$ cat src/rtl/portalPkg.sv
package portalPkg;

  typedef logic [5:0] idT;

  typedef struct packed {
    logic [31:0] addr;
    idT          id;
    logic [3:0]  len;       // Beats minus one
  } addrChanT;

  typedef struct packed {
    logic [4:0] offset;
    idT         id;
    logic       last;
    logic       isCtrl;
    logic       portalSel;
  } beatT;

  typedef struct packed {
    logic [31:0] data;
    idT          id;
    logic        last;
  } rDataT;

  typedef struct packed {
    idT id;
  } bRespT;

  typedef logic [3:0][31:0] msgT;  // Word 0 in the low bits

  // Bits 11..5 all zero select the control region
  localparam logic [31:0] ctrlRegionBits = 32'h0000_0FE0;
  localparam int portalSelBit = 12;

  localparam logic [4:0] offInterruptStatus = 5'd0;
  localparam logic [4:0] offInterruptEnable = 5'd4;
  localparam logic [4:0] offNumTiles        = 5'd8;
  localparam logic [4:0] offIndQueueStatus  = 5'd12;
  localparam logic [4:0] offPortalId        = 5'd16;
  localparam logic [4:0] offNumPortals      = 5'd20;

  localparam logic [31:0] fillerWord  = 32'h005A_05A0;
  localparam logic [31:0] reqPortalId = 32'd5;
  localparam logic [31:0] indPortalId = 32'd6;
  localparam logic [31:0] numPortals  = 32'd2;
  localparam logic [31:0] numTiles    = 32'd1;

endpackage

$ cat src/rtl/burstExpander.sv
`timescale 1ns/100ps

module burstExpander #(
  parameter int fifoDepth = 2
) (
  input  logic                CLK,
  input  logic                RST_N,
  input  logic                reqValid,
  input  portalPkg::addrChanT req,
  output logic                reqReady,
  output logic                beatValid,
  output portalPkg::beatT     beat,
  input  logic                beatReady
);
  import portalPkg::*;

  addrChanT head;
  logic headValid, headPop, load;
  logic active;               // A burst is being expanded
  logic [4:0] offset;
  logic [3:0] remain;
  logic isCtrl, portalSel;

  syncFifo #(.fifoDepth(fifoDepth), .width($bits(addrChanT))) reqFifo (
    .CLK      (CLK),
    .RST_N    (RST_N),
    .inValid  (reqValid),
    .inData   (req),
    .inReady  (reqReady),
    .outValid (headValid),
    .outData  (head),
    .outReady (headPop)
  );

  assign load      = !active && headValid;
  assign beatValid = active;
  assign beat      = '{offset: offset, id: head.id, last: remain == 4'd0,
                       isCtrl: isCtrl, portalSel: portalSel};
  assign headPop   = beatValid && beatReady && beat.last;

  always_ff @(posedge CLK) begin
    if (!RST_N) active <= 1'b0;
    else if (load) active <= 1'b1;
    else if (headPop) active <= 1'b0;
  end

  // Region decode happens once, on load
  always_ff @(posedge CLK) begin
    if (load) begin
      offset    <= head.addr[4:0];
      remain    <= head.len;
      isCtrl    <= (head.addr & ctrlRegionBits) == '0;
      portalSel <= head.addr[portalSelBit];
    end else if (beatValid && beatReady) begin
      offset <= offset + 5'd4;  // Four bytes per beat
      remain <= remain - 4'd1;
    end
  end

endmodule

$ cat src/rtl/messageBuffers.sv
`timescale 1ns/100ps

module messageBuffers #(
  parameter int msgWords = 4
) (
  input  logic           CLK,
  input  logic           RST_N,
  input  logic           push,
  input  logic [31:0]    pushWord,
  input  logic           complete,
  output logic           reqValid,
  output portalPkg::msgT reqMsg,
  input  logic           reqReady,
  output logic           reqNotFull,
  input  logic           indValid,
  input  portalPkg::msgT indMsg,
  output logic           indReady,
  input  logic           drain,
  output logic [31:0]    indWord,
  output logic [15:0]    indRemain
);
  logic [msgWords-2:0][31:0] reqHist;   // Newest word lowest
  logic [msgWords-1:0][31:0] indBuf;
  logic indLoad;

  // Single slot, refilled only while the core is taking the current one
  assign reqNotFull = reqReady;

  always_ff @(posedge CLK) begin
    if (!RST_N) reqValid <= 1'b0;
    else if (push && complete) reqValid <= 1'b1;
    else if (reqReady) reqValid <= 1'b0;
  end

  always_ff @(posedge CLK) begin
    if (push) begin
      reqHist <= {reqHist[msgWords-3:0], pushWord};
      if (complete) reqMsg <= {reqHist, pushWord};  // Oldest word on top
    end
  end

  assign indReady = indRemain == 16'd0;
  assign indLoad  = indValid && indReady;
  assign indWord  = indBuf[0];

  always_ff @(posedge CLK) begin
    if (!RST_N) indRemain <= '0;
    else if (indLoad) indRemain <= indMsg[0][15:0];  // Count rides in the low half
    else if (drain) indRemain <= indRemain - 16'd1;
  end

  always_ff @(posedge CLK) begin
    if (indLoad) indBuf <= indMsg;
    else if (drain) indBuf <= {32'd0, indBuf[msgWords-1:1]};
  end

endmodule

$ cat src/rtl/portalReadPath.sv
`timescale 1ns/100ps

module portalReadPath #(
  parameter int fifoDepth = 2
) (
  input  logic                CLK,
  input  logic                RST_N,
  input  logic                arValid,
  input  portalPkg::addrChanT ar,
  output logic                arReady,
  output logic                rValid,
  output portalPkg::rDataT    r,
  input  logic                rReady,
  input  logic [31:0]         indWord,
  input  logic [15:0]         indRemain,
  input  logic                reqNotFull,
  input  logic                intrEnable,
  output logic                drain
);
  import portalPkg::*;

  beatT beat;
  rDataT rEntry;
  logic beatValid, rqReady, serve;
  logic indPending;
  logic [31:0] ctrlWord, dataWord;

  burstExpander #(.fifoDepth(fifoDepth)) expander (
    .CLK       (CLK),
    .RST_N     (RST_N),
    .reqValid  (arValid),
    .req       (ar),
    .reqReady  (arReady),
    .beatValid (beatValid),
    .beat      (beat),
    .beatReady (rqReady)
  );

  assign indPending = indRemain != 16'd0;
  assign serve      = beatValid && rqReady;   // One beat per free R slot
  assign drain      = serve && !beat.isCtrl && beat.offset == 5'd0 && indPending;

  always_comb begin
    case (beat.offset)
      // Raw pending, not masked by the enable
      offInterruptStatus: ctrlWord = {31'd0, indPending};
      offNumTiles:        ctrlWord = numTiles;
      offIndQueueStatus:  ctrlWord = {16'd0, indRemain};
      offPortalId:        ctrlWord = beat.portalSel ? indPortalId : reqPortalId;
      offNumPortals:      ctrlWord = numPortals;
      default:            ctrlWord = fillerWord;
    endcase
  end

  always_comb begin
    dataWord = '0;
    if (beat.offset == 5'd0) dataWord = indWord;
    else if (beat.offset == 5'd4) dataWord = {31'd0, reqNotFull};
  end

  assign rEntry = '{data: beat.isCtrl ? ctrlWord : dataWord, id: beat.id, last: beat.last};

  syncFifo #(.fifoDepth(fifoDepth), .width($bits(rDataT))) rQueue (
    .CLK      (CLK),
    .RST_N    (RST_N),
    .inValid  (beatValid),
    .inData   (rEntry),
    .inReady  (rqReady),
    .outValid (rValid),
    .outData  (r),
    .outReady (rReady)
  );

endmodule

$ cat src/rtl/portalTop.sv
`timescale 1ns/100ps

module portalTop #(
  parameter int fifoDepth = 2,
  parameter int msgWords  = 4
) (
  input  logic                CLK,
  input  logic                RST_N,
  input  logic                arValid,
  input  portalPkg::addrChanT ar,
  output logic                arReady,
  output logic                rValid,
  output portalPkg::rDataT    r,
  input  logic                rReady,
  input  logic                awValid,
  input  portalPkg::addrChanT aw,
  output logic                awReady,
  input  logic                wValid,
  input  logic [31:0]         wData,
  input  logic                wLast,
  output logic                wReady,
  output logic                bValid,
  output portalPkg::bRespT    b,
  input  logic                bReady,
  output logic                reqValid,
  output portalPkg::msgT      reqMsg,
  input  logic                reqReady,
  input  logic                indValid,
  input  portalPkg::msgT      indMsg,
  output logic                indReady,
  output logic                irq
);
  logic push, complete, drain, reqNotFull, intrEnable;
  logic [31:0] pushWord, indWord;
  logic [15:0] indRemain;

  portalReadPath #(.fifoDepth(fifoDepth)) readPath (
    .CLK        (CLK),
    .RST_N      (RST_N),
    .arValid    (arValid),
    .ar         (ar),
    .arReady    (arReady),
    .rValid     (rValid),
    .r          (r),
    .rReady     (rReady),
    .indWord    (indWord),
    .indRemain  (indRemain),
    .reqNotFull (reqNotFull),
    .intrEnable (intrEnable),
    .drain      (drain)
  );

  portalWritePath #(.fifoDepth(fifoDepth)) writePath (
    .CLK        (CLK),
    .RST_N      (RST_N),
    .awValid    (awValid),
    .aw         (aw),
    .awReady    (awReady),
    .wValid     (wValid),
    .wData      (wData),
    .wLast      (wLast),
    .wReady     (wReady),
    .bValid     (bValid),
    .b          (b),
    .bReady     (bReady),
    .reqNotFull (reqNotFull),
    .push       (push),
    .pushWord   (pushWord),
    .complete   (complete),
    .intrEnable (intrEnable)
  );

  messageBuffers #(.msgWords(msgWords)) buffers (
    .CLK        (CLK),
    .RST_N      (RST_N),
    .push       (push),
    .pushWord   (pushWord),
    .complete   (complete),
    .reqValid   (reqValid),
    .reqMsg     (reqMsg),
    .reqReady   (reqReady),
    .reqNotFull (reqNotFull),
    .indValid   (indValid),
    .indMsg     (indMsg),
    .indReady   (indReady),
    .drain      (drain),
    .indWord    (indWord),
    .indRemain  (indRemain)
  );

  assign irq = indRemain != 16'd0 && intrEnable;  // Pending indication words

endmodule

$ cat src/rtl/portalWritePath.sv
`timescale 1ns/100ps

module portalWritePath #(
  parameter int fifoDepth = 2
) (
  input  logic                CLK,
  input  logic                RST_N,
  input  logic                awValid,
  input  portalPkg::addrChanT aw,
  output logic                awReady,
  input  logic                wValid,
  input  logic [31:0]         wData,
  input  logic                wLast,
  output logic                wReady,
  output logic                bValid,
  output portalPkg::bRespT    b,
  input  logic                bReady,
  input  logic                reqNotFull,
  output logic                push,
  output logic [31:0]         pushWord,
  output logic                complete,
  output logic                intrEnable
);
  import portalPkg::*;

  beatT beat;
  bRespT bEntry;
  logic beatValid, expReady, wFifoReady, wHeadValid, bFifoReady;
  logic [31:0] wHead;
  logic completes, retire;
  logic [2:0] openBursts;     // Addresses seen whose last data is still due
  logic wOpen;

  burstExpander #(.fifoDepth(fifoDepth)) expander (
    .CLK       (CLK),
    .RST_N     (RST_N),
    .reqValid  (awValid && openBursts != 3'd7),
    .req       (aw),
    .reqReady  (expReady),
    .beatValid (beatValid),
    .beat      (beat),
    .beatReady (retire)
  );

  assign awReady = expReady && openBursts != 3'd7;
  assign wOpen   = openBursts != 3'd0;
  assign wReady  = wFifoReady && wOpen;

  always_ff @(posedge CLK) begin
    if (!RST_N) openBursts <= '0;
    else openBursts <= openBursts + 3'(awValid && awReady) - 3'(wValid && wReady && wLast);
  end

  syncFifo #(.fifoDepth(fifoDepth), .width(32)) wQueue (
    .CLK      (CLK),
    .RST_N    (RST_N),
    .inValid  (wValid && wOpen),
    .inData   (wData),
    .inReady  (wFifoReady),
    .outValid (wHeadValid),
    .outData  (wHead),
    .outReady (retire)
  );

  // Nonzero data offset hands the message to the core
  assign completes = !beat.isCtrl && beat.offset != 5'd0;
  assign retire    = beatValid && wHeadValid && (!beat.last || bFifoReady)
                     && (!completes || reqNotFull);
  assign push      = retire && !beat.isCtrl;
  assign pushWord  = wHead;
  assign complete  = push && completes;
  assign bEntry    = '{id: beat.id};

  always_ff @(posedge CLK) begin
    if (!RST_N) intrEnable <= 1'b0;
    else if (retire && beat.isCtrl && beat.offset == offInterruptEnable) intrEnable <= wHead[0];
  end

  syncFifo #(.fifoDepth(fifoDepth), .width($bits(bRespT))) bQueue (
    .CLK      (CLK),
    .RST_N    (RST_N),
    .inValid  (retire && beat.last),
    .inData   (bEntry),
    .inReady  (bFifoReady),
    .outValid (bValid),
    .outData  (b),
    .outReady (bReady)
  );

endmodule

$ cat src/rtl/syncFifo.sv
`timescale 1ns/100ps

module syncFifo #(
  parameter int fifoDepth = 2,
  parameter int width     = 8
) (
  input  logic             CLK,
  input  logic             RST_N,
  input  logic             inValid,
  input  logic [width-1:0] inData,
  output logic             inReady,
  output logic             outValid,
  output logic [width-1:0] outData,
  input  logic             outReady
);
  localparam int ptrW = (fifoDepth > 1) ? $clog2(fifoDepth) : 1;

  logic [width-1:0] mem [fifoDepth];
  logic [ptrW-1:0] wrPtr, rdPtr;
  logic [ptrW:0] count;
  logic wrEn, rdEn;

  function automatic logic [ptrW-1:0] nextPtr(input logic [ptrW-1:0] p);
    nextPtr = (p == ptrW'(fifoDepth - 1)) ? '0 : p + 1'b1;
  endfunction

  assign inReady  = count != (ptrW + 1)'(fifoDepth);
  assign outValid = count != '0;
  assign outData  = mem[rdPtr];
  assign wrEn     = inValid && inReady;
  assign rdEn     = outValid && outReady;

  always_ff @(posedge CLK) begin
    if (!RST_N) begin
      wrPtr <= '0;
      rdPtr <= '0;
      count <= '0;
    end else begin
      if (wrEn) wrPtr <= nextPtr(wrPtr);
      if (rdEn) rdPtr <= nextPtr(rdPtr);
      if (wrEn != rdEn) count <= wrEn ? count + 1'b1 : count - 1'b1;
    end
  end

  always_ff @(posedge CLK) begin
    if (wrEn) mem[wrPtr] <= inData;
  end

endmodule

$ cat config.mk
export PLATFORM = sky130hd
export DESIGN_NAME = portalTop
export DESIGN_NICKNAME = d
export VERILOG_FILES = /design/src/rtl/portalPkg.sv /design/src/rtl/burstExpander.sv /design/src/rtl/messageBuffers.sv /design/src/rtl/portalReadPath.sv /design/src/rtl/portalTop.sv /design/src/rtl/portalWritePath.sv /design/src/rtl/syncFifo.sv
export SDC_FILE = /design/constraint.sdc
export NUM_CORES = 1
export LEC_CHECK = 0
export BUFFER_PORTS_ARGS = -buffer_cell sky130_fd_sc_hd__buf_2
export CAP_MARGIN = 20
export CORE_MARGIN = 1.5
export CORE_UTILIZATION = 32
export CTS_CLUSTER_DIAMETER = 40
export DETAILED_ROUTE_END_ITERATION = 16
export PLACE_DENSITY_LB_ADDON = 0.3
export SLEW_MARGIN = 10
export SYNTH_ARGS = -nofsm -noshare
export SYNTH_HDL_FRONTEND = slang
export SYNTH_HIERARCHICAL = 1
export SYNTH_SLANG_ARGS = --single-unit
$ cat constraint.sdc
create_clock -name CLK -period 13.05 [get_ports CLK]
set_clock_uncertainty 0.15 [all_clocks]
set_input_delay 1.305 -clock CLK [delete_from_list [all_inputs] [get_ports CLK]]
set_output_delay 1.305 -clock CLK [all_outputs]
set_load 0.005 [all_outputs]
Word-level counts from Yosys, hierarchy flattened --
Memories as Yosys holds them, arrays and structs flattened. A register that Yosys moved wholly into a read port is not among the register bits. Index checks and enable logic that the tools add are counted.
Word-level totals: bits in registers 416, memory bits (writable) 322, word-level logic and storage cells 212, memories kept 5
Operators by class: add/sub/neg operators 27, eq/ne operators 17, multiplexer cells 58, reduce and logical (&&, ||, !) cells 66
Memory list:
- readPath.expander.reqFifo.mem | depth 2, bits a word 42, rd ports 1, clocked after memory_dff 1, wr ports 1, RTL line syncFifo.sv:18 | logic [width-1:0] mem [fifoDepth];
- writePath.expander.reqFifo.mem | depth 2, bits a word 42, rd ports 1, clocked after memory_dff 1, wr ports 1, RTL line syncFifo.sv:18
- readPath.rQueue.mem | depth 2, bits a word 39, rd ports 1, clocked after memory_dff 1, wr ports 1, RTL line syncFifo.sv:18
- writePath.wQueue.mem | depth 2, bits a word 32, rd ports 1, clocked after memory_dff 1, wr ports 1, RTL line syncFifo.sv:18
- writePath.bQueue.mem | depth 2, bits a word 6, rd ports 1, clocked after memory_dff 1, wr ports 1, RTL line syncFifo.sv:18
Operators by type and width (number):
- 128-bit 2-to-1 mux | 2
- 32-bit case mux with 5 select lines | 1
- 32-bit zero test | 2
- 32-bit 2-to-1 mux | 2
- 1-bit logical AND | 37
- 1-bit 2-to-1 mux | 37
- 16-bit 2-to-1 mux | 2
- 2-bit nonzero test | 11
- 5-bit 2-to-1 mux | 4
- 16-bit zero test | 1
- 4-bit 2-to-1 mux | 4
- 16-bit nonzero test | 1
- 16-bit by 1-bit subtractor with 16-bit output (second input constant) | 1
- 2-bit 2-to-1 mux | 6
- 1-bit adder (second input constant) | 10
- 2-bit by 1-bit adder with 2-bit output (second input constant) | 5
- 5-bit by 3-bit adder with 5-bit output (second input constant) | 2
- 5-bit by 3-bit equality test with 1-bit output (second input constant) | 2
- 5-bit by 4-bit equality test with 1-bit output (second input constant) | 2
- 5-bit equality test (second input constant) | 2
- 2-bit inequality test (second input constant) | 5
- 2-bit by 1-bit subtractor with 2-bit output (second input constant) | 5
- 4-bit zero test | 2
- 4-bit by 1-bit subtractor with 4-bit output (second input constant) | 2
- 10 further kinds | 20

Logic depth before layout (Yosys ltp) --
Gate-level depths: netlist of the first run.
word-level depth 10, depth in mapped cells 11, gate-level depth less buffers 11

Modules after synthesis --
The synthesis of the first run kept the hierarchy.
By module, submodules not included:
- messageBuffers | times used 1, cells each 659, area each 13372.8 um^2, seq. area each 10910.5 um^2
- syncFifo at readPath.expander.reqFifo ... | times used 2, cells each 159, area each 3285.7 um^2, seq. area each 2622.5 um^2
- syncFifo at readPath.rQueue | times used 1, cells each 149, area each 3091.7 um^2, seq. area each 2442.3 um^2
- syncFifo at writePath.wQueue | times used 1, cells each 128, area each 2561.2 um^2, seq. area each 2021.9 um^2
- burstExpander | times used 2, cells each 45, area each 601.8 um^2, seq. area each 350.3 um^2
- syncFifo at writePath.bQueue | times used 1, cells each 47, area each 673.1 um^2, seq. area each 460.4 um^2
- portalReadPath | times used 1, cells each 69, area each 470.5 um^2, seq. area each 0.0 um^2
- portalWritePath | times used 1, cells each 39, area each 330.3 um^2, seq. area each 80.1 um^2
- portalTop | times used 1, cells each 6, area each 37.5 um^2, seq. area each 0.0 um^2

Worst setup path after synthesis of the first run --
No wires, ideal clock.
path type input to register, start input reqReady, end register buffers/reqMsg[0] in the netlist's numbering, enable pin, data arrival time 11.474 ns, data required time 12.398 ns, setup slack 0.923 ns, stages 4, path buffers 1, path through buf_4 > a211oi_1 > nor3_1 > and2_1
Between the ends: word-level cells in the longest chain between the ends 5
Ends and longest elaborated chain:
- start: declaration | RTL line portalTop.sv:27 | input logic reqReady,
- 1-bit logical OR * | RTL line portalWritePath.sv:68 | && (!completes || reqNotFull);
- 1-bit logical AND * | RTL line portalWritePath.sv:68
- 1-bit logical AND * | RTL line portalWritePath.sv:69 | assign push = retire && !beat.isCtrl;
- named net push | RTL line portalTop.sv:33 | logic push, complete, drain, reqNotFull, intrEnable;
- 1-bit logical AND | RTL line portalWritePath.sv:71 | assign complete = push && completes;
- 2-bit AND reduction (no line) *
- end signal: assignment | RTL line messageBuffers.sv:38 | if (complete) reqMsg <= {reqHist, pushWord};
- end: declaration | RTL line messageBuffers.sv:12 | output portalPkg::msgT reqMsg,
Mark *: on every way through the listed nets, which the timed path passes. The rest lies on a longest branch. A chain may end at the register's enable or synchronous reset.

Worst setup path after layout of the first run --
start register readPath.expander.offset[3], end register buffers.indBuf (netlist bit buffers/indWord[28]), enable pin
Between the ends: word-level cells in the longest chain between the ends 4
Ends and longest elaborated chain:
- start: declaration | RTL line burstExpander.sv:20 | logic [4:0] offset;
- start signal: assignment | RTL line burstExpander.sv:50 | offset <= head.addr[4:0];
- start signal: assignment | RTL line burstExpander.sv:55 | offset <= offset + 5'd4;
- 5-bit zero test | RTL line portalReadPath.sv:41 | assign drain = serve && !beat.isCtrl && beat.offset == 5'd0 && indPending;
- 1-bit logical AND (2 in a row) | RTL line portalReadPath.sv:41
- named net drain | RTL line portalTop.sv:33
- 2-bit nonzero test (no line)
- end signal: assignment | RTL line messageBuffers.sv:53 | if (indLoad) indBuf <= indMsg;
- end signal: assignment | RTL line messageBuffers.sv:54 | else if (drain) indBuf <= {32'd0, indBuf[msgWords-1:1]};
- end: declaration | RTL line messageBuffers.sv:23 | logic [msgWords-1:0][31:0] indBuf;
The timed path passes the listed nets, and every way through them passes these cells.

==> results.md, run 1 <==
* Run status: finished, final reports clean
* Syn Inst Count at 1,384
* Most Used Layer, Global Route: met2
* Worst slew pin tran at 1.05 ns
* Worst Setup Slack, final at 8.71 ns
* Setup TNS at 0 ns
* Clock root buffer: clkbuf_16
* Total wire length at 55.8 mm
* Fin nets at 2,068
* Number of fill cells at 7,228
* RSZ-0062 raised after global routing: false
* Share of layout cells above drive strength 1 at 0.350
* I/O pin total at 435
* Power Dens Cells at 205 nW/um^2
* CP cell instances: nor2_2, and3_1, and4_1, nand2b_4, buf_4
* Setup crit start: readPath/expander/offset[3]
* # DRC at 0
* Min-Delay Path Class: flop to flop
* Core ar. at 78,900 sq um
* Total GRT Usage at 0.136
* Vias at 13,300
* Hold path endpoint: buffers/reqMsg[123]
* Met1 GRT Util at 0.170
* Finish-stage setup viols at 0
* Post-place instance area at 28,200 sq um
* GPL Wtd Cong at 0.820
* FF-to-FF Start: readPath/expander/offset[3]
* Area delta synth->final at 24.2%
* Largest net degree at the start of global routing at 81
* Antenna Nets Post-Route at 0
* Worst relative slew slack at 0.301
* Hold Path Origin: buffers/reqHist[91]
* Iter 0 DRT Violations at 874
* Num CTS Buffers at 99
* Total of max-cap violations at 0
* Post-Syn Area per Cell at 18.4 sq um
* LEAKAGE at 11.5 nW
* Fin crit period at 4.34 ns
* Slowest CP cell: buf_4
* CTS Hold Bufs at 0
* Initial core utilization at 0.323
* PortBufs at 395
* Worst Path Max Fanout at 80
* Clock-pin slew on the worst setup and hold paths at 0.06 ns
* Worst Hold Margin at 0.224 ns
* R2R Path End: buffers/indWord[28]
* Final HPWL from detailed placement at 37.4 mm
* H-tree Lvls at 3
* Crit end category: flop
* DRT Pass-1 Iters at 5
* Worst path max stage delay at 0.89 ns
* Family with the most delay on the worst path: simple AND/OR/NAND/NOR gates
* Dpl ws at 8.32 ns
* Max Freq at 230 MHz
* Core Util, Final at 0.401
* Worst path arrival time at 4.46 ns
* Reg area at 19,500 sq um
* Mapped cell area at 25,500 sq um
* Startpoint Class: flop
* Die Wd at 285 microns
* Fin. max-slew vios at 0
* Via density at 4.53
* Worst Path Required at 13.17 ns
* DR WL/cell at 18.9 microns
* Cells on Worst Hold Path at 0
* CTS resizes at 0
* Grt total ovfl at 0
* Fin area at 31,600 sq um
* M3 GR Usage at 0.0356
* Die height at 285 microns
* Hold Fails Final Rpt at 0
* Post-Syn Nets at 1,646
* First-pass GRT wire length at 83.9 mm
* Met2 GRT Util at 0.222
* Vias in the first global route at 13,900
* Yosys warnings at 6
* Sink Count at 665
* Final Cycle Share at 0.333
* FF-to-FF path depth at 5
* Deepest clock path buffer count at 3
* Initial antenna violation count at 18
* Clk_lat worst skew at 0.65 ns
* Postcts setup bufs at 0
* Worst R2R Setup Slack at 8.71 ns
* Site row count at 103
* Max rail drop VDD at 0.162 mV
* Cell depth of the worst setup path at 5
* Critical path type: flop to flop
* Multi-input logic area at 5170 sq um
* Die area at 81,300 sq um
* CTS tree: done
* Buffers & Inverters on Critical Path at 1
metal layers:
| metal | part of all wire | wire (microns) | vias up |
|---|---|---|---|
| met1 | 0.42 | 23200 | 6655 |
| met5 | 0.0019 | 105 | - |
| met2 | 0.49 | 27600 | 332 |
| met4 | 0.027 | 1500 | 16 |
| li1 | - | - | 6219 |
| met3 | 0.060 | 3360 | 118 |
state kept, by name (all words and copies together), names as in the netlist, 4 cells and up, named ones only:
| register | flops |
|---|---|
| buffers/indBuf | 96 |
| buffers/indRemain | 16 |
| buffers/indWord | 32 |
| buffers/reqHist | 96 |
| buffers/reqMsg | 128 |
| readPath/expander/offset | 5 |
| readPath/expander/remain | 4 |
| readPath/expander/reqFifo/mem | 46 |
| readPath/rQueue/mem | 78 |
| writePath/bQueue/mem | 12 |
| writePath/expander/offset | 5 |
| writePath/expander/remain | 4 |
| writePath/expander/reqFifo/mem | 44 |
| writePath/wQueue/mem | 64 |
stage by stage:
step | cells | total power [mW]
final | 2948 | 6.50
after global routing | 2947 | 6.80
after floorplan | 1384 | 3.72
after global placement | 2753 | 3.88
after CTS | 2939 | 6.59
after detailed placement | 2754 | 3.91
worst max path at each step:
stage                                     end  slack (ns)
after floorplan             buffers/reqMsg[0]        0.92
after global placement     buffers/reqMsg[79]        8.38
after detailed placement  buffers/reqMsg[121]        8.32
after CTS                 buffers/indWord[18]        8.62
after global routing      buffers/indWord[16]        8.34
final                     buffers/indWord[28]        8.71
where the power goes:
part | internal [mW] | switching, mW | total (mW)
Clock | 1.64 | 1.00 | 2.64
Sequential | 2.76 | 0.131 | 2.89
Combinational | 0.391 | 0.585 | 0.976
area by class of cell:
cell class / instances / area share
Sequential cell: 665 / 0.616
Multi-Input combinational cell: 594 / 0.163
Clock buffer: 117 / 0.0838
Timing Repair Buffer: 413 / 0.0672
Tap cell: 1050 / 0.0415
Clock inverter: 68 / 0.0236
Inverter: 33 / 0.00391
Antenna cell: 8 / 0.000633
cells in the final DEF (no fill, tap or decap), drive strengths merged, types with 18 or more instances in the layout:
cell type	count
and2	23
mux2	223
inv	46
buf	413
clkinv	38
and3	40
dfxtp	48
nor2	24
edfxtp	617
clkbuf	117
nor4	18
a21oi	39
Power figures use the tool's default switching activity.
==> run 2, diff against run 1 <==
==> constraint.sdc (replaced) <==
create_clock -name CLK -period 4.33 [get_ports CLK]
set_clock_uncertainty 0.15 [all_clocks]
set_input_delay 0.433 -clock CLK [delete_from_list [all_inputs] [get_ports CLK]]
set_output_delay 0.433 -clock CLK [all_outputs]
set_load 0.005 [all_outputs]
==> results.md, run 2 (synthesis results as in run 1) <==
* # DRC at 0
* Max Freq at 327 MHz
* Worst path arrival time at 3.22 ns
* Fin crit period at 3.06 ns
* Worst Path Required at 4.49 ns
* Fin area at 33,700 sq um
* FF-to-FF path depth at 7
* Share of layout cells above drive strength 1 at 0.318
* Run status: finished, final reports clean
* H-tree Lvls at 3
* Vias at 14,200
* Core ar. at 78,900 sq um
* Post-place instance area at 28,300 sq um
* Grt total ovfl at 0
* Max reg flops at 128
* Min-Delay Path Class: input pin to flop
* Power Dens Cells at 581 nW/um^2
* Fin nets at 2,282
* Initial core utilization at 0.323
* Hold Fails Final Rpt at 0
* Clock-pin slew on the worst setup and hold paths at 0.05 ns
* Total of max-cap violations at 0
* Worst setup endpoint: buffers/indWord[17]
* Sink Count at 665
* CTS resizes at 0
* Die Wd at 285 microns
* FF-to-FF Start: buffers/indRemain[0]
* RSZ-0062 raised after global routing: false
* First-pass GRT wire length at 87.7 mm
* GPL Wtd Cong at 0.795
* CTS tree: done
* DR WL/cell at 18.4 microns
* Worst R2R Setup Slack at 1.27 ns
* LEAKAGE at 12.3 nW
* CTS Hold Bufs at 208
* Total wire length at 58.0 mm
* Critical path type: flop to flop
* Total GRT Usage at 0.140
* Final Cycle Share at 0.707
* Largest net degree at the start of global routing at 56
* Max rail drop VDD at 0.352 mV
* Worst slew pin tran at 1.05 ns
* DRT Pass-1 Iters at 4
* Iter 0 DRT Violations at 692
* Worst relative slew slack at 0.298
* Pwr Total at 19.6 mW
* PortBufs at 395
* Number of fill cells at 7,028
* Finish-stage setup viols at 0
* R2R Path End: buffers/indWord[17]
* Area delta synth->final at 32.5%
* Most frequent cells in the layout: edfxtp_1, buf_2, dlygate4sd3_1
* Via density at 4.49
* Crit end category: flop
* Initial antenna violation count at 5
* Postcts setup bufs at 0
* Deepest clock path buffer count at 3
* Worst Path Max Fanout at 46
* Num CTS Buffers at 99
* Final HPWL from detailed placement at 38.7 mm
* Fin. max-slew vios at 0
* I/O pin total at 435
* Top flop regs: buffers/reqMsg x128, buffers/indBuf x96, buffers/reqHist x96
* Vias in the first global route at 15,000
* Clock root buffer: clkbuf_16
* Most common cell after layout, fill and taps aside: edfxtp_1
* Site row count at 103
* Startpoint Class: flop
* Largest Register: buffers/reqMsg
* Clk_lat worst skew at 0.64 ns
* Setup crit start: buffers/indRemain[0]
* Antenna Nets Post-Route at 0
* Die height at 285 microns
* Die area at 81,300 sq um
## run 2: cell count changes in the layout (fill, tap and decap cells not counted), moves of 3 or more
| cell | change |
|---|---|
| bufinv_16 | -3 |
| buf_12 | +4 |
| dlygate4sd3_1 | +208 |
| clkinv_1 | +8 |
| diode_2 | -6 |
| clkinvlp_4 | +4 |
| clkinv_2 | -4 |
| clkbuf_1 | -5 |
| clkinv_4 | +3 |
## run 2: worst max-delay path: stages, from the launching register on
cell and delay, ns:
dfxtp_1 0.39, inv_1 0.10, ha_1 0.26, nor4b_2 0.31
and4_1 0.39, nand2_8 0.19, nand2b_4 0.58, buf_12 0.32
## run 2: worst min path at each step
stage | from | to | slack, ns | cells past startpoint
6_report | indMsg[19] | buffers/indWord[19] | 0.06 | 2
5_1_grt | indMsg[19] | buffers/indWord[19] | 0.03 | 2
4_1_cts | indMsg[19] | buffers/indWord[19] | 0.002 | 2
3_5_place_dp | buffers/reqHist[71] | buffers/reqMsg[103] | 0.25 | 0
3_3_place_gp | buffers/reqHist[73] | buffers/reqMsg[105] | 0.25 | 0
2_1_floorplan | buffers/reqHist[68] | buffers/reqMsg[100] | 0.25 | 0
## run 2: power breakdown
part | internal (mW) | switching (mW) | total, mW
logic | 1.38 | 1.84 | 3.22
registers | 8.30 | 0.411 | 8.71
clock network | 4.67 | 3.02 | 7.69
total | 14.3 | 5.27 | 19.6
## run 2: per-stage QoR
stage	util	setup TNS (ns)	setup WS [ns]	hold slack (ns)	std cells
final	0.428	0	1.27	0.0637	3157
after global routing	0.428	0	1.05	0.0283	3156
after CTS	0.427	0	1.25	0.00154	3153
after detailed placement	0.359	0	1.28	0.255	2759
after global placement	0.359	0	1.35	0.250	2759
after floorplan	-	-181.68	-1.41	0.250	1384
## run 2: layout make-up
class	instances	area, sq um	share of cell area
repair buffers	627	4320	0.128
well taps	1050	1310	0.0389
diodes	2	5.00	0.000148
multi-input cells	594	5200	0.154
flip-flops and latches	665	19500	0.578
clock inverters	77	728	0.0216
clock buffers	109	2570	0.0761
inverters	33	124	0.00367
## run 2: per-layer routing
layer / up-vias / GRT usage / routed length, microns
li1: 6645 / - / -
met1: 7039 / 0.175 / 24500
met2: 386 / 0.237 / 28900
met3: 106 / 0.0321 / 3200
met4: 0 / 0.0503 / 1470
met5: - / 0 / 0
==> run 3, diff against run 2 <==
==> constraint.sdc (replaced) <==
create_clock -name CLK -period 3 [get_ports CLK]
set_clock_uncertainty 0.15 [all_clocks]
set_input_delay 0.3 -clock CLK [delete_from_list [all_inputs] [get_ports CLK]]
set_output_delay 0.3 -clock CLK [all_outputs]
set_load 0.005 [all_outputs]
==> results.md, run 3 (synthesis results as in run 1) <==
* Clock-pin slew on the worst setup and hold paths at 0.05 ns
* Worst R2R Setup Slack at 0.26 ns
* Vias at 14,200
* LEAKAGE at 12.6 nW
* Core ar. at 78,900 sq um
* Critical path type: flop to output port
* Most frequent cells in the layout: edfxtp_1, buf_2, dlygate4sd3_1
* Die area at 81,300 sq um
* Num CTS Buffers at 100
* Max reg flops at 128
* Top flop regs: buffers/reqMsg x128, buffers/indBuf x96, buffers/reqHist x96
* Initial core utilization at 0.323
* Final HPWL from detailed placement at 39.6 mm
* Worst path max stage delay at 0.40 ns
* Worst path arrival time at 2.34 ns
* Startpoint Class: flop
* Net Switching at 7.67 mW
* Most common cell after layout, fill and taps aside: edfxtp_1
* Sw Ratio at 0.260
* Clk_lat worst skew at 0.66 ns
* Sink Count at 665
* CP cell instances: inv_1, ha_1, nor4b_2, nand4_2, buf_6, nor2_1, buf_2
* Power Dens Cells at 857 nW/um^2
* Cells on Worst Hold Path at 5
* Grt total ovfl at 0
* Max rail drop VDD at 0.959 mV
* Total GRT Usage at 0.142
* Worst relative slew slack at 0.489
* Sequential cell fraction of total power at 0.422
* Dpl ws at 0.290 ns
* P_int at 21.8 mW
* DRT Pass-1 Iters at 4
* Clock share of power at 0.411
* Combinational power share at 0.167
* Hold Fails Final Rpt at 0
* Clock root buffer: clkbuf_16
* # DRC at 0
* CTS tree: done
* RSZ-0062 raised after global routing: false
* Fin crit period at 2.79 ns
* Fin. max-slew vios at 0
* PortBufs at 395
* Antenna Nets Post-Route at 0
* Total of max-cap violations at 0
* Worst Path Required at 2.55 ns
* Via density at 4.45
* Run status: finished, final reports clean
* I/O pin total at 435
* Slowest CP cell: dfxtp_1
* FF-to-FF path depth at 5
* Pwr Total at 29.5 mW
* Deepest clock path buffer count at 3
* Finish-stage setup viols at 0
* Largest Register: buffers/reqMsg
* Largest net degree at the start of global routing at 97
* First-pass GRT wire length at 89.0 mm
* Min-Delay Path Class: input pin to flop
* Die height at 285 microns
* Worst Setup Slack, final at 0.214 ns
* Area delta synth->final at 35.1%
* Worst Path Max Fanout at 20
* Total wire length at 59.0 mm
* GPL Wtd Cong at 0.834
* H-tree Lvls at 3
* Fin nets at 2,320
* Worst slew pin tran at 0.766 ns
* Crit end category: output port
* Final Cycle Share at 0.929
* Max Freq at 359 MHz
* Iter 0 DRT Violations at 736
* Share of layout cells above drive strength 1 at 0.324
* Initial antenna violation count at 6
* Number of fill cells at 6,994
* Die Wd at 285 microns
* Vias in the first global route at 15,100
* DR WL/cell at 18.5 microns
* Site row count at 103
run 3: changes by cell type in the layout (fill, tap and decap cells not counted), sizes merged:
| cell | change |
|---|---|
| clkinvlp | -1 |
| buf | +29 |
| dlygate4sd3 | +8 |
| bufinv | +11 |
| clkbuf | +7 |
| inv | -12 |
| clkinv | -4 |
| diode | +2 |
run 3: path summary, 6_finish.rpt:
kind	startpoint	end
worst max-delay path	buffers/indRemain[1]	indReady
worst min-delay path	wValid	writePath/wQueue/wrPtr
worst max register to register	readPath/expander/offset[3]	buffers/indBuf[39]
worst min register to register	buffers/reqHist[71]	buffers/reqMsg[103]
run 3: critical path: cells and delay by family, from the launching register on:
kind          cells  cell delay (ns)
fa+ha+maj         1             0.17
buf+inv           3             0.48
flops             1             0.40
simple gates      3             0.63
run 3: routing by layer:
layer,routed length [microns],GRT usage
met2,29000,0.236
met5,0,0
met1,25600,0.183
met3,3010,0.0323
met4,1400,0.0485
run 3: metrics by stage:
step	cells	TNS (ns)	instance area, sq um	utilization	hold slack (ns)
final	3197	0	34400	0.436	0.137
after global routing	3196	0	34400	0.436	0.112
after CTS	3193	0	34400	0.436	0.0783
after detailed placement	2790	0	28600	0.363	0.255
after global placement	2790	0	28600	0.363	0.251
after floorplan	1384	-429.10	25500	-	0.249
run 3: power groups by stage:
stage | Combinational [mW] | Clock, mW | Sequential [mW]
after floorplan | 3.55 | 0 | 12.5
after global placement | 4.58 | 0 | 12.6
after detailed placement | 4.67 | 0 | 12.6
after CTS | 4.98 | 12.4 | 12.4
after global routing | 5.42 | 12.8 | 12.6
final | 4.93 | 12.1 | 12.5
run 3: what timing repair did:
item / in CTS / in global routing
endpoints found under the setup margin: 0 / 1
endpoints found under the hold margin: 310 / 0
resized for setup: 0 / 1
hold buffers: 216 / 0
buffers inserted: 0 / 0
run 3: area by class of cell:
cell class,instances,area (sq um),share of cell area
antenna,4,10.0,0.000291
clock buffer,116,2620,0.0760
clock inverter,71,995,0.0289
inverter,33,124,0.00360
multi-input combinational,594,5200,0.151
sequential,665,19500,0.566
tap,1050,1310,0.0382
timing repair buffer,664,4670,0.136
